==> src/common/multipu_params.svh <==
/*
 * size macros for the multi-PU pi1 subsystem
 *  PI1_PUCOUNT   number of PU master ports
 *  PI1_ARCHBITSZ width of a pi1 data word in bits
 *  PI1_ADDRBITSZ width of a pi1 word address
 */

`ifndef MULTIPU_PARAMS_SVH
`define MULTIPU_PARAMS_SVH

// each PU owns one master port
`define PI1_PUCOUNT 4

`define PI1_ARCHBITSZ 32

// byte offset within a word is not carried on the bus
`define PI1_ADDRBITSZ (`PI1_ARCHBITSZ - $clog2(`PI1_ARCHBITSZ / 8))

`endif

==> src/common/multipu_pkg.sv <==
/*
 * shared pi1 types
 *  pi1_op_t, the bus operation
 *  pi1_data_t, pi1_addr_t and pi1_sel_t for the word, address and byte selects
 *  pu_idx_t for a PU index
 */

`include "multipu_params.svh"

package multipu_pkg;

	// encodings follow the pi1 convention
	typedef enum logic [1:0] {
		PI1_NOP = 2'b00,
		PI1_WR  = 2'b01,
		PI1_RD  = 2'b10,
		PI1_RW  = 2'b11
	} pi1_op_t;

	// keep one bit of index even for a single PU
	localparam int PU_IDX_W = (`PI1_PUCOUNT > 1) ? $clog2(`PI1_PUCOUNT) : 1;

	typedef logic [`PI1_ARCHBITSZ-1:0]     pi1_data_t;
	typedef logic [`PI1_ADDRBITSZ-1:0]     pi1_addr_t;
	typedef logic [(`PI1_ARCHBITSZ/8)-1:0] pi1_sel_t;
	typedef logic [PU_IDX_W-1:0]           pu_idx_t;

endpackage

==> src/perint/pi1_master_port.sv <==
/*
 * pi1_master_port
 *  captures one request from a PU while the port is free
 *  holds it pending until the slave port completes it
 *  returns the read word and a ready level to the PU
 */

`timescale 1ns/1ps

module pi1_master_port #(
	parameter int unsigned PU_IDX = 0
) (
	input  logic                  clk_i,
	input  logic                  arst_n_i,

	input  multipu_pkg::pi1_op_t   pi1_op_i,
	input  multipu_pkg::pi1_addr_t pi1_addr_i,
	input  multipu_pkg::pi1_data_t pi1_data_i,
	input  multipu_pkg::pi1_sel_t  pi1_sel_i,
	output multipu_pkg::pi1_data_t pi1_data_o,
	output logic                   pi1_rdy_o,

	input  logic                   done_i,
	input  multipu_pkg::pu_idx_t   done_idx_i,
	input  multipu_pkg::pi1_data_t rdata_i,

	output logic                   pend_o,
	output multipu_pkg::pi1_op_t   req_op_o,
	output multipu_pkg::pi1_addr_t req_addr_o,
	output multipu_pkg::pi1_data_t req_data_o,
	output multipu_pkg::pi1_sel_t  req_sel_o
);

	logic                   busy_q;
	logic                   capture_w;
	logic                   hit_w;
	multipu_pkg::pi1_op_t   op_q;
	multipu_pkg::pi1_addr_t addr_q;
	multipu_pkg::pi1_data_t wdata_q;
	multipu_pkg::pi1_sel_t  sel_q;
	multipu_pkg::pi1_data_t rdata_q;

	// a request is taken only while the port is free
	assign capture_w = !busy_q && (pi1_op_i != multipu_pkg::PI1_NOP);
	// completion meant for this port
	assign hit_w = busy_q && done_i && (done_idx_i == multipu_pkg::pu_idx_t'(PU_IDX));

	always_ff @(posedge clk_i or negedge arst_n_i) begin
		if (!arst_n_i) begin
			busy_q <= 1'b0;
		end else if (capture_w) begin
			busy_q <= 1'b1;
		end else if (hit_w) begin
			busy_q <= 1'b0;
		end
	end

	always_ff @(posedge clk_i) begin
		if (capture_w) begin
			op_q    <= pi1_op_i;
			addr_q  <= pi1_addr_i;
			wdata_q <= pi1_data_i;
			sel_q   <= pi1_sel_i;
		end
		// read word lines up with pi1_rdy_o going high
		if (hit_w) begin
			rdata_q <= rdata_i;
		end
	end

	assign pi1_rdy_o  = !busy_q;
	assign pi1_data_o = rdata_q;

	assign pend_o     = busy_q;
	assign req_op_o   = op_q;
	assign req_addr_o = addr_q;
	assign req_data_o = wdata_q;
	assign req_sel_o  = sel_q;

endmodule

==> src/perint/pi1_arbiter.sv <==
/*
 * pi1_arbiter
 *  round-robin choice among pending master ports
 *  the grant is registered while the bus is free and held until done
 *  the search starts one past the last PU served
 */

`timescale 1ns/1ps

`include "multipu_params.svh"

module pi1_arbiter (
	input  logic                       clk_i,
	input  logic                       arst_n_i,

	input  logic [`PI1_PUCOUNT-1:0]    pend_i,
	input  logic                       done_i,

	output logic                       gnt_valid_o,
	output multipu_pkg::pu_idx_t       gnt_idx_o
);

	localparam int PUCOUNT = `PI1_PUCOUNT;

	multipu_pkg::pu_idx_t ptr_q;
	multipu_pkg::pu_idx_t gnt_idx_q;
	logic                 gnt_valid_q;

	multipu_pkg::pu_idx_t cand;
	multipu_pkg::pu_idx_t pick;
	multipu_pkg::pu_idx_t pick_next;
	logic                 found;

	// walk once around the ring starting at the pointer
	always_comb begin
		cand  = ptr_q;
		pick  = ptr_q;
		found = 1'b0;
		for (int i = 0; i < PUCOUNT; i++) begin
			if (!found && pend_i[cand]) begin
				found = 1'b1;
				pick  = cand;
			end
			if (cand == multipu_pkg::pu_idx_t'(PUCOUNT - 1))
				cand = '0;
			else
				cand = cand + 1'b1;
		end
	end

	// PU count need not be a power of two
	assign pick_next = (pick == multipu_pkg::pu_idx_t'(PUCOUNT - 1)) ? '0 : pick + 1'b1;

	always_ff @(posedge clk_i or negedge arst_n_i) begin
		if (!arst_n_i) begin
			gnt_valid_q <= 1'b0;
			gnt_idx_q   <= '0;
			ptr_q       <= '0;
		end else if (!gnt_valid_q) begin
			if (found) begin
				gnt_valid_q <= 1'b1;
				gnt_idx_q   <= pick;
				ptr_q       <= pick_next;
			end
		end else if (done_i) begin
			// bus is free again from the next cycle
			gnt_valid_q <= 1'b0;
		end
	end

	assign gnt_valid_o = gnt_valid_q;
	assign gnt_idx_o   = gnt_idx_q;

endmodule

==> src/perint/pi1_slave_port.sv <==
/*
 * pi1_slave_port
 *  loads the granted master's request onto the shared pi1 bus
 *  holds the bus steady while the memory is not ready
 *  signals completion with the PU index and the read word
 */

`timescale 1ns/1ps

`include "multipu_params.svh"

module pi1_slave_port (
	input  logic                   clk_i,
	input  logic                   arst_n_i,

	input  logic                   gnt_valid_i,
	input  multipu_pkg::pu_idx_t   gnt_idx_i,

	input  multipu_pkg::pi1_op_t   req_op_i   [`PI1_PUCOUNT],
	input  multipu_pkg::pi1_addr_t req_addr_i [`PI1_PUCOUNT],
	input  multipu_pkg::pi1_data_t req_data_i [`PI1_PUCOUNT],
	input  multipu_pkg::pi1_sel_t  req_sel_i  [`PI1_PUCOUNT],

	output multipu_pkg::pi1_op_t   pi1_op_o,
	output multipu_pkg::pi1_addr_t pi1_addr_o,
	output multipu_pkg::pi1_data_t pi1_data_o,
	input  multipu_pkg::pi1_data_t pi1_data_i,
	output multipu_pkg::pi1_sel_t  pi1_sel_o,
	input  logic                   pi1_rdy_i,

	output logic                   done_o,
	output multipu_pkg::pu_idx_t   done_idx_o,
	output multipu_pkg::pi1_data_t rdata_o
);

	multipu_pkg::pi1_op_t   op_q;
	multipu_pkg::pi1_addr_t addr_q;
	multipu_pkg::pi1_data_t data_q;
	multipu_pkg::pi1_sel_t  sel_q;
	multipu_pkg::pu_idx_t   idx_q;
	logic                   load_w;
	logic                   done_w;

	// a new grant goes out only onto an idle bus
	assign load_w = gnt_valid_i && (op_q == multipu_pkg::PI1_NOP);
	// transfer ends on the first ready cycle with a live op
	assign done_w = (op_q != multipu_pkg::PI1_NOP) && pi1_rdy_i;

	always_ff @(posedge clk_i or negedge arst_n_i) begin
		if (!arst_n_i) begin
			op_q <= multipu_pkg::PI1_NOP;
		end else if (done_w) begin
			op_q <= multipu_pkg::PI1_NOP;
		end else if (load_w) begin
			op_q <= req_op_i[gnt_idx_i];
		end
	end

	always_ff @(posedge clk_i) begin
		if (load_w) begin
			addr_q <= req_addr_i[gnt_idx_i];
			data_q <= req_data_i[gnt_idx_i];
			sel_q  <= req_sel_i[gnt_idx_i];
			idx_q  <= gnt_idx_i;
		end
	end

	assign pi1_op_o   = op_q;
	assign pi1_addr_o = addr_q;
	assign pi1_data_o = data_q;
	assign pi1_sel_o  = sel_q;

	// read word passes straight through, the master port registers it
	assign done_o     = done_w;
	assign done_idx_o = idx_q;
	assign rdata_o    = pi1_data_i;

endmodule

==> src/design/multipu_pi1.sv <==
/*
 * multipu_pi1
 *  multi-master side of the pi1 interconnect
 *  one pi1_master_port per PU, a round-robin pi1_arbiter
 *  and a pi1_slave_port driving the shared bus
 */

`timescale 1ns/1ps

`include "multipu_params.svh"

module multipu_pi1 (
	input  logic                   clk_i,
	input  logic                   arst_n_i,

	// PU side, one entry per master port
	input  multipu_pkg::pi1_op_t   m_pi1_op_i   [`PI1_PUCOUNT],
	input  multipu_pkg::pi1_addr_t m_pi1_addr_i [`PI1_PUCOUNT],
	input  multipu_pkg::pi1_data_t m_pi1_data_i [`PI1_PUCOUNT],
	input  multipu_pkg::pi1_sel_t  m_pi1_sel_i  [`PI1_PUCOUNT],
	output multipu_pkg::pi1_data_t m_pi1_data_o [`PI1_PUCOUNT],
	output logic                   m_pi1_rdy_o  [`PI1_PUCOUNT],

	// shared memory side
	output multipu_pkg::pi1_op_t   pi1_op_o,
	output multipu_pkg::pi1_addr_t pi1_addr_o,
	output multipu_pkg::pi1_data_t pi1_data_o,
	input  multipu_pkg::pi1_data_t pi1_data_i,
	output multipu_pkg::pi1_sel_t  pi1_sel_o,
	input  logic                   pi1_rdy_i
);

	logic [`PI1_PUCOUNT-1:0] pend_w;
	multipu_pkg::pi1_op_t    req_op_w   [`PI1_PUCOUNT];
	multipu_pkg::pi1_addr_t  req_addr_w [`PI1_PUCOUNT];
	multipu_pkg::pi1_data_t  req_data_w [`PI1_PUCOUNT];
	multipu_pkg::pi1_sel_t   req_sel_w  [`PI1_PUCOUNT];

	logic                    gnt_valid_w;
	multipu_pkg::pu_idx_t    gnt_idx_w;

	logic                    done_w;
	multipu_pkg::pu_idx_t    done_idx_w;
	multipu_pkg::pi1_data_t  rdata_w;

	genvar gen_pu_idx;
	generate for (gen_pu_idx = 0; gen_pu_idx < `PI1_PUCOUNT; gen_pu_idx++) begin : gen_pu
		pi1_master_port #(
			.PU_IDX (gen_pu_idx)
		) u_mport (
			.clk_i      (clk_i),
			.arst_n_i   (arst_n_i),
			.pi1_op_i   (m_pi1_op_i[gen_pu_idx]),
			.pi1_addr_i (m_pi1_addr_i[gen_pu_idx]),
			.pi1_data_i (m_pi1_data_i[gen_pu_idx]),
			.pi1_sel_i  (m_pi1_sel_i[gen_pu_idx]),
			.pi1_data_o (m_pi1_data_o[gen_pu_idx]),
			.pi1_rdy_o  (m_pi1_rdy_o[gen_pu_idx]),
			.done_i     (done_w),
			.done_idx_i (done_idx_w),
			.rdata_i    (rdata_w),
			.pend_o     (pend_w[gen_pu_idx]),
			.req_op_o   (req_op_w[gen_pu_idx]),
			.req_addr_o (req_addr_w[gen_pu_idx]),
			.req_data_o (req_data_w[gen_pu_idx]),
			.req_sel_o  (req_sel_w[gen_pu_idx])
		);
	end endgenerate

	pi1_arbiter u_arb (
		.clk_i       (clk_i),
		.arst_n_i    (arst_n_i),
		.pend_i      (pend_w),
		.done_i      (done_w),
		.gnt_valid_o (gnt_valid_w),
		.gnt_idx_o   (gnt_idx_w)
	);

	pi1_slave_port u_sport (
		.clk_i       (clk_i),
		.arst_n_i    (arst_n_i),
		.gnt_valid_i (gnt_valid_w),
		.gnt_idx_i   (gnt_idx_w),
		.req_op_i    (req_op_w),
		.req_addr_i  (req_addr_w),
		.req_data_i  (req_data_w),
		.req_sel_i   (req_sel_w),
		.pi1_op_o    (pi1_op_o),
		.pi1_addr_o  (pi1_addr_o),
		.pi1_data_o  (pi1_data_o),
		.pi1_data_i  (pi1_data_i),
		.pi1_sel_o   (pi1_sel_o),
		.pi1_rdy_i   (pi1_rdy_i),
		.done_o      (done_w),
		.done_idx_o  (done_idx_w),
		.rdata_o     (rdata_w)
	);

endmodule

==> config.mk <==
export PLATFORM = sky130hd
export DESIGN_NAME = multipu_pi1
export DESIGN_NICKNAME = d
export VERILOG_FILES = /design/src/common/multipu_pkg.sv /design/src/perint/pi1_master_port.sv /design/src/perint/pi1_arbiter.sv /design/src/perint/pi1_slave_port.sv /design/src/design/multipu_pi1.sv
export VERILOG_INCLUDE_DIRS = /design/src /design/src/common
export SDC_FILE = /design/constraint.sdc
export NUM_CORES = 1
export LEC_CHECK = 0
export ABC_AREA = 1
export BUFFER_PORTS_ARGS = -buffer_cell sky130_fd_sc_hd__buf_2
export CORE_ASPECT_RATIO = 2
export CORE_MARGIN = 2
export CORE_UTILIZATION = 45
export CTS_CLUSTER_DIAMETER = 60
export CTS_CLUSTER_SIZE = 24
export DETAILED_ROUTE_END_ITERATION = 10
export GPL_TIMING_DRIVEN = 0
export HOLD_SLACK_MARGIN = 0.03
export PLACE_DENSITY_LB_ADDON = 0.1
export SLEW_MARGIN = 30
export SYNTH_ARGS = -nofsm -noshare
export SYNTH_HDL_FRONTEND = slang
export SYNTH_HIERARCHICAL = 1
export SYNTH_SLANG_ARGS = --single-unit
==> constraint.sdc <==
create_clock -name clk_i -period 16.4 [get_ports clk_i]
set_input_delay 2.46 -clock clk_i [delete_from_list [all_inputs] [get_ports clk_i]]
set_output_delay 2.46 -clock clk_i [all_outputs]
set_load 0.1 [all_outputs]
# Word-level counts from Yosys, hierarchy flattened
# Cells that the tools add are included.
# W data, S select, Z words.
[word_totals] ff_bits=479 inputBits=307 out_inout_bits=200 word_cells=131
[op_classes] addsub=4 magnitude_cmp=5 eq_ne=7 muxes=44 bitwise_logic=2 reduce_logical=37
[op_table] operator="$bmux W32 S2" count=1
[op_table] operator="$mux W32" count=2
[op_table] operator="$bmux W30 S2" count=1
[op_table] operator="$mux W30" count=2
[op_table] operator="$mux W2" count=11
[op_table] operator="$reduce_bool A2 Y1" count=10
[op_table] operator="$mux W1" count=19
[op_table] operator="$logic_and A1 B1 Y1" count=17
[op_table] operator="$eq A2 B2 Y1 const B" count=6
[op_table] operator="$lt A2 B3 Y1 const B" count=4
[op_table] operator="$add A2 B1 Y2 const B" count=4
[op_table] operator="$bmux W1 S2" count=4
[op_table] operator="$bmux W4 S2" count=1
[op_table] operator="$mux W4" count=2
[op_table] operator="$logic_not A1 Y1" count=7
[op_table] operator="$bmux W2 S2" count=1
[op_table] operator="$logic_not A2 Y1" count=2
[op_table] operator="$ge A3 B3 Y1 const B" count=1
[op_table] operator="$not A2 Y3" count=1
[op_table] operator="$eq A2 B1 Y1 const B" count=1
[op_table] operator="$reduce_and A2 Y1" count=1
[op_table] operator="$not A1 Y1" count=1

# Longest topological paths before layout
[depth] depth_word=14 mapped_depth=17

# Modules after synthesis
# Netlist, hierarchy kept.
[by_module_without_submodules] module="pi1_master_port at gen_pu[1].u_mport ..." n_inst=2 cells_per_inst=112 area_per_inst_um2=3078.0
[by_module_without_submodules] module="pi1_slave_port" n_inst=1 cells_per_inst=566 area_per_inst_um2=4479.3
[by_module_without_submodules] module="pi1_master_port at gen_pu[3].u_mport" n_inst=1 cells_per_inst=109 area_per_inst_um2=3069.2
[by_module_without_submodules] module="pi1_master_port at gen_pu[0].u_mport" n_inst=1 cells_per_inst=111 area_per_inst_um2=3066.7
[by_module_without_submodules] module="pi1_arbiter" n_inst=1 cells_per_inst=86 area_per_inst_um2=549.3

# Worst setup path after synthesis
# No wires, ideal clock.
[synth_timing] kind="reg-to-reg" start="register u_sport.op_q[0] (netlist: u_sport/pi1_op_o[0])" end="register u_sport.idx_q[0] (netlist: u_sport/done_idx_o[0]), enable pin" setup_time_ns=0.582 arrival_ns=5.667 t_required_ns=15.818 slack_ns=10.151 path_stages_with_launch=2 n_path_buf=0 synth_period_minus_slack_ns=6.249 path_cell_list="dfrtp_1 > nor3_1"
[synth_via] elab_chain_cells=2
[synth_rtl] element="start, declared" line="pi1_slave_port.sv:36" text="multipu_pkg::pi1_op_t op_q;"
[synth_rtl] element="start signal, assigned" line="pi1_slave_port.sv:51" text="op_q <= multipu_pkg::PI1_NOP;"
[synth_rtl] element="start signal, assigned" line="pi1_slave_port.sv:53" text="op_q <= multipu_pkg::PI1_NOP;"
[synth_rtl] element="start signal, assigned" line="pi1_slave_port.sv:55" text="op_q <= req_op_i[gnt_idx_i];"
[synth_rtl] element="$logic_not A2 Y1" line="pi1_slave_port.sv:45" text="assign load_w = gnt_valid_i && (op_q == multipu_pkg::PI1_NOP);"
[synth_rtl] element="$logic_and A1 B1 Y1" line="pi1_slave_port.sv:45"
[synth_rtl] element="net u_sport.load_w" line="pi1_slave_port.sv:41" text="logic load_w;"
[synth_rtl] element="end signal, assigned" line="pi1_slave_port.sv:64" text="idx_q <= gnt_idx_i;"
[synth_rtl] element="end, declared" line="pi1_slave_port.sv:40" text="multipu_pkg::pu_idx_t idx_q;"
# The timed path passes the listed nets, and every way through them passes these cells.
# A chain may end at the register's enable or synchronous reset.

==> impl_results.md <==
- Period utilisation layout: 0.250
- Post-Syn Area: 17300 um^2
- Leakage: 8.23 nW
- Max-slew violation count: 0
- Status: completed
- Post-Place Cells: 2053
- Reg power frac: 0.412
- CP startpoint: gen_pu[2].u_mport/pend_o$_DFFE_PN0P_
- Hold Fails Final Rpt: 0
- RR Endpoint: u_arb/ptr_q[1]$_DFFE_PN0P_
- DP Area: 20600 um^2
- Min Tclk post-route: 4.09 ns
- Vias in the first global route: 10800
- Number of H-tree levels: 1
- Die H: 281 um
- Synth top area cells: edfxtp_1 81%, nor2_1 4.4%, o21ai_1 3.7%, o21ai_0 2.2%, buf_4 1.9%
- Achievable clock frequency: 0.244 GHz
- Drt pass-1 iters: 5
- Kind of critical path: reg2out
- Critical-path maximum fanout: 7
- Slowest cell on the critical path: dfrtp_1
- Post-CTS Resized: 0
- Clock Root Buffer: clkbuf_16
- Psw: 2.03 mW
- Reg2reg path depth: 10
- Layout Nets: 1924
- Tot Pwr: 4.40 mW
- Worst endpoint required time: 13.94 ns
- CP arrival: 1.63 ns
- Clock share of power: 0.142
- Delay-heaviest family, CP: buffers and inverters
- Pint: 2.37 mW
- CP peak stage delay: 0.50 ns
- Post-Layout Cell Count: 2121
- Pin count of the biggest net entering global routing: 57
- Internal reg-to-reg setup slack: 14.00 ns
- Tightest Pin Transition: 0.784 ns
- Port buffer count: 474
- Die W: 143 um
- Maxcap violations: 0
- Setup ws final: 12.31 ns
- Drt via density: 4.99
- Setup WS pre-CTS: 12.23 ns
- Crit Reg-Reg Startpoint: u_arb/ptr_q[0]$_DFFE_PN0P_
- Area of the multi-input gates: 2340 um^2
- I/O Pins: 507
- First-pass GRT wire length: 64900 um
- Antenna viol nets, final: 0
- Comb power frac: 0.446
- Syn Inst Count: 1096
- Clk pin slew, worst setup/hold paths: 0.09 ns
- Adder-Cell Fraction of Synth Area: 0.00144
- Post-synth top area cell: edfxtp_1
- Levels on crit path: 2
- CTS Sinks: 479
- Crit end category: primary output
- Area Growth Syn to Fin: 23.0%
- Final WL: 46100 um
- Critical path buffers and inverters: 2
- CTS tree: done
- Final setup fails: 0
- Register area share after synthesis: 0.827
- GRT Resource Usage Total: 0.224
- Number of synthesized register bits: 479
- Clock Path Buffers: 3
- Number of fill cells: 3137
- Fraction of layout cells with a size suffix above 1: 0.375
- RSZ-0062 raised after global routing: false
- Critical-path cell list: inv_1 > buf_2
- GPL Wtd Cong: 0.836
- Critical path launch point type: flop
- Clock skew: 0.00916 ns
- Initial antenna violation count: 28
- Yosys cell types: 27
- Hold Path Depth: 0
- Mux share of post-synthesis cell area: 0
- DIE AREA: 40200 um^2
- CTS Hold Bufs: 0
- Syn. warnings: 6
- Post-Syn Nets: 1405
- Power density cells: 207 nW/um^2
- Vias: 10600
- Min-Delay Path Class: reg2reg
- Maximum VDD drop: 0.123 mV
- Core Region: 37900 um^2
- Flip-flop and latch area: 14300 um^2
- Routed length per instance: 21.7 um
- Compound-Gate Fraction of Synth Area: 0.0610
- Simple-Gate Fraction of Synth Area: 0.0718
- Grt ovf: 0
- Drt initial violations: 536
- Total negative slack: 0 ns
- Post-DP HPWL: 34100 um
- Starting Density: 0.457
- Main combinational cell family by area after synthesis: simple AND/OR/NAND/NOR gates
- Clk_lat worst skew: 0.55 ns
- TritonCTS buffer count: 23
- Synth top area share: 0.811
- Crit path capture: m_pi1_rdy_o[1]
- Final Cell Area: 21300 um^2
- # DRC: 0
- Post-CTS Setup Inserts: 0
- Num rows: 101
- Avg Inst Size Synth: 15.8 um^2
- Post-synthesis xor/xnor area fraction: 0
- Slew headroom: 0.476
- Sw Ratio: 0.461
-- flip-flops by register name, summed over array words and instances, names as in the netlist --
| name | cells |
|---|---|
| gen_pu.u_mport/req_addr_o | 120 |
| u_arb/ptr_q | 2 |
| gen_pu.u_mport/req_op_o | 8 |
| u_sport/pi1_data_o | 32 |
| u_sport/pi1_addr_o | 30 |
| gen_pu.u_mport/req_data_o | 128 |
| gen_pu.u_mport/pi1_data_o | 128 |
| u_arb/gnt_valid_o | 1 |
| u_arb/gnt_idx_o | 2 |
| u_sport/pi1_sel_o | 4 |
| u_sport/done_idx_o | 2 |
| gen_pu.u_mport/pend_o | 4 |
| gen_pu.u_mport/req_sel_o | 16 |
| u_sport/pi1_op_o | 2 |
-- worst min path at each step --
| stage | start | endpoint | slack [ns] |
|---|---|---|---|
| final | u_arb/gnt_idx_o[0]$_DFFE_PN0P_ | u_sport/done_idx_o[0]$_DFFE_PP_ | 0.53 |
| after global routing | u_arb/gnt_idx_o[0]$_DFFE_PN0P_ | u_sport/done_idx_o[0]$_DFFE_PP_ | 0.56 |
| after CTS | u_arb/gnt_idx_o[0]$_DFFE_PN0P_ | u_sport/done_idx_o[0]$_DFFE_PP_ | 0.53 |
| after detailed placement | u_arb/gnt_idx_o[0]$_DFFE_PN0P_ | u_sport/done_idx_o[0]$_DFFE_PP_ | 0.50 |
| after global placement | u_arb/gnt_idx_o[0]$_DFFE_PN0P_ | u_sport/done_idx_o[0]$_DFFE_PP_ | 0.50 |
| after floorplan | u_arb/gnt_idx_o[0]$_DFFE_PN0P_ | u_sport/done_idx_o[0]$_DFFE_PP_ | 0.49 |
-- per-layer routing --
metal,share of wire,GRT usage,routed length [um],vias up
met5,0,0,0,-
met3,0.062,0.0348,2860,106
met4,0.048,0.122,2210,0
li1,-,-,-,5001
met1,0.33,0.225,15100,4999
met2,0.56,0.431,25900,471
-- stage by stage --
stage,utilization,hold slack (ns)
global route,0.562,0.564
detailed placement,0.543,0.504
CTS,0.560,0.529
global placement,0.535,0.501
floorplan,-,0.489
finish,0.562,0.526
-- power groups by stage --
| stage | Sequential, mW | Combinational [mW] | Clock (mW) |
|---|---|---|---|
| 6_report | 1.81 | 1.96 | 0.623 |
| 2_1_floorplan | 2.74 | 0.605 | 0 |
| 5_1_grt | 1.84 | 2.08 | 0.678 |
| 3_3_place_gp | 1.89 | 1.91 | 0 |
| 4_1_cts | 1.82 | 1.99 | 0.643 |
| 3_5_place_dp | 1.84 | 1.98 | 0 |
-- cell usage after synthesis --
library cell,count
dfrtp_1,11
nor2_4,2
buf_2,3
o21ai_2,2
inv_2,6
o21bai_1,1
nand2_4,2
edfxtp_1,468
inv_1,25
nand2_2,7
nand2_1,60
nor2_1,203
o21ai_1,128
o21ai_0,77
nand3_1,18
a21oi_1,1
nor3_1,1
nor2_8,1
clkbuf_2,2
clkbuf_1,13
ha_1,2
nand3_2,3
nor3_2,1
nor2_2,1
buf_4,44
nand4_1,1
buf_6,13
-- area by class of cell --
cell class,count,area share
sequential,479,0.673
timing repair buffer,494,0.125
multi-input combinational,511,0.110
clock buffer,41,0.0302
tap,463,0.0272
buffer,75,0.0258
inverter,31,0.00640
antenna,27,0.00317
-- logic make-up after synthesis --
kind of cell    after synthesis
flops                       479
simple gates                300
compound gates              209
buf+inv                     106
fa+ha+maj                     2
-- cells in the final DEF, fill, tap and decap left out --
cell type,instances
a21oi_1,1
buf_16,6
buf_2,477
buf_4,54
buf_6,17
clkbuf_1,31
clkbuf_16,23
clkbuf_2,2
dfrtp_1,11
diode_2,27
edfxtp_1,468
ha_1,2
inv_1,18
inv_2,9
inv_6,4
nand2_1,60
nand2_2,7
nand2_4,2
nand3_1,18
nand3_2,3
nand4_1,1
nor2_1,203
nor2_2,1
nor2_4,2
nor2_8,1
nor3_2,1
nor3_4,1
o21ai_0,77
o21ai_1,128
o21ai_2,2
o21bai_1,1
(Power assumes the default switching activity.)
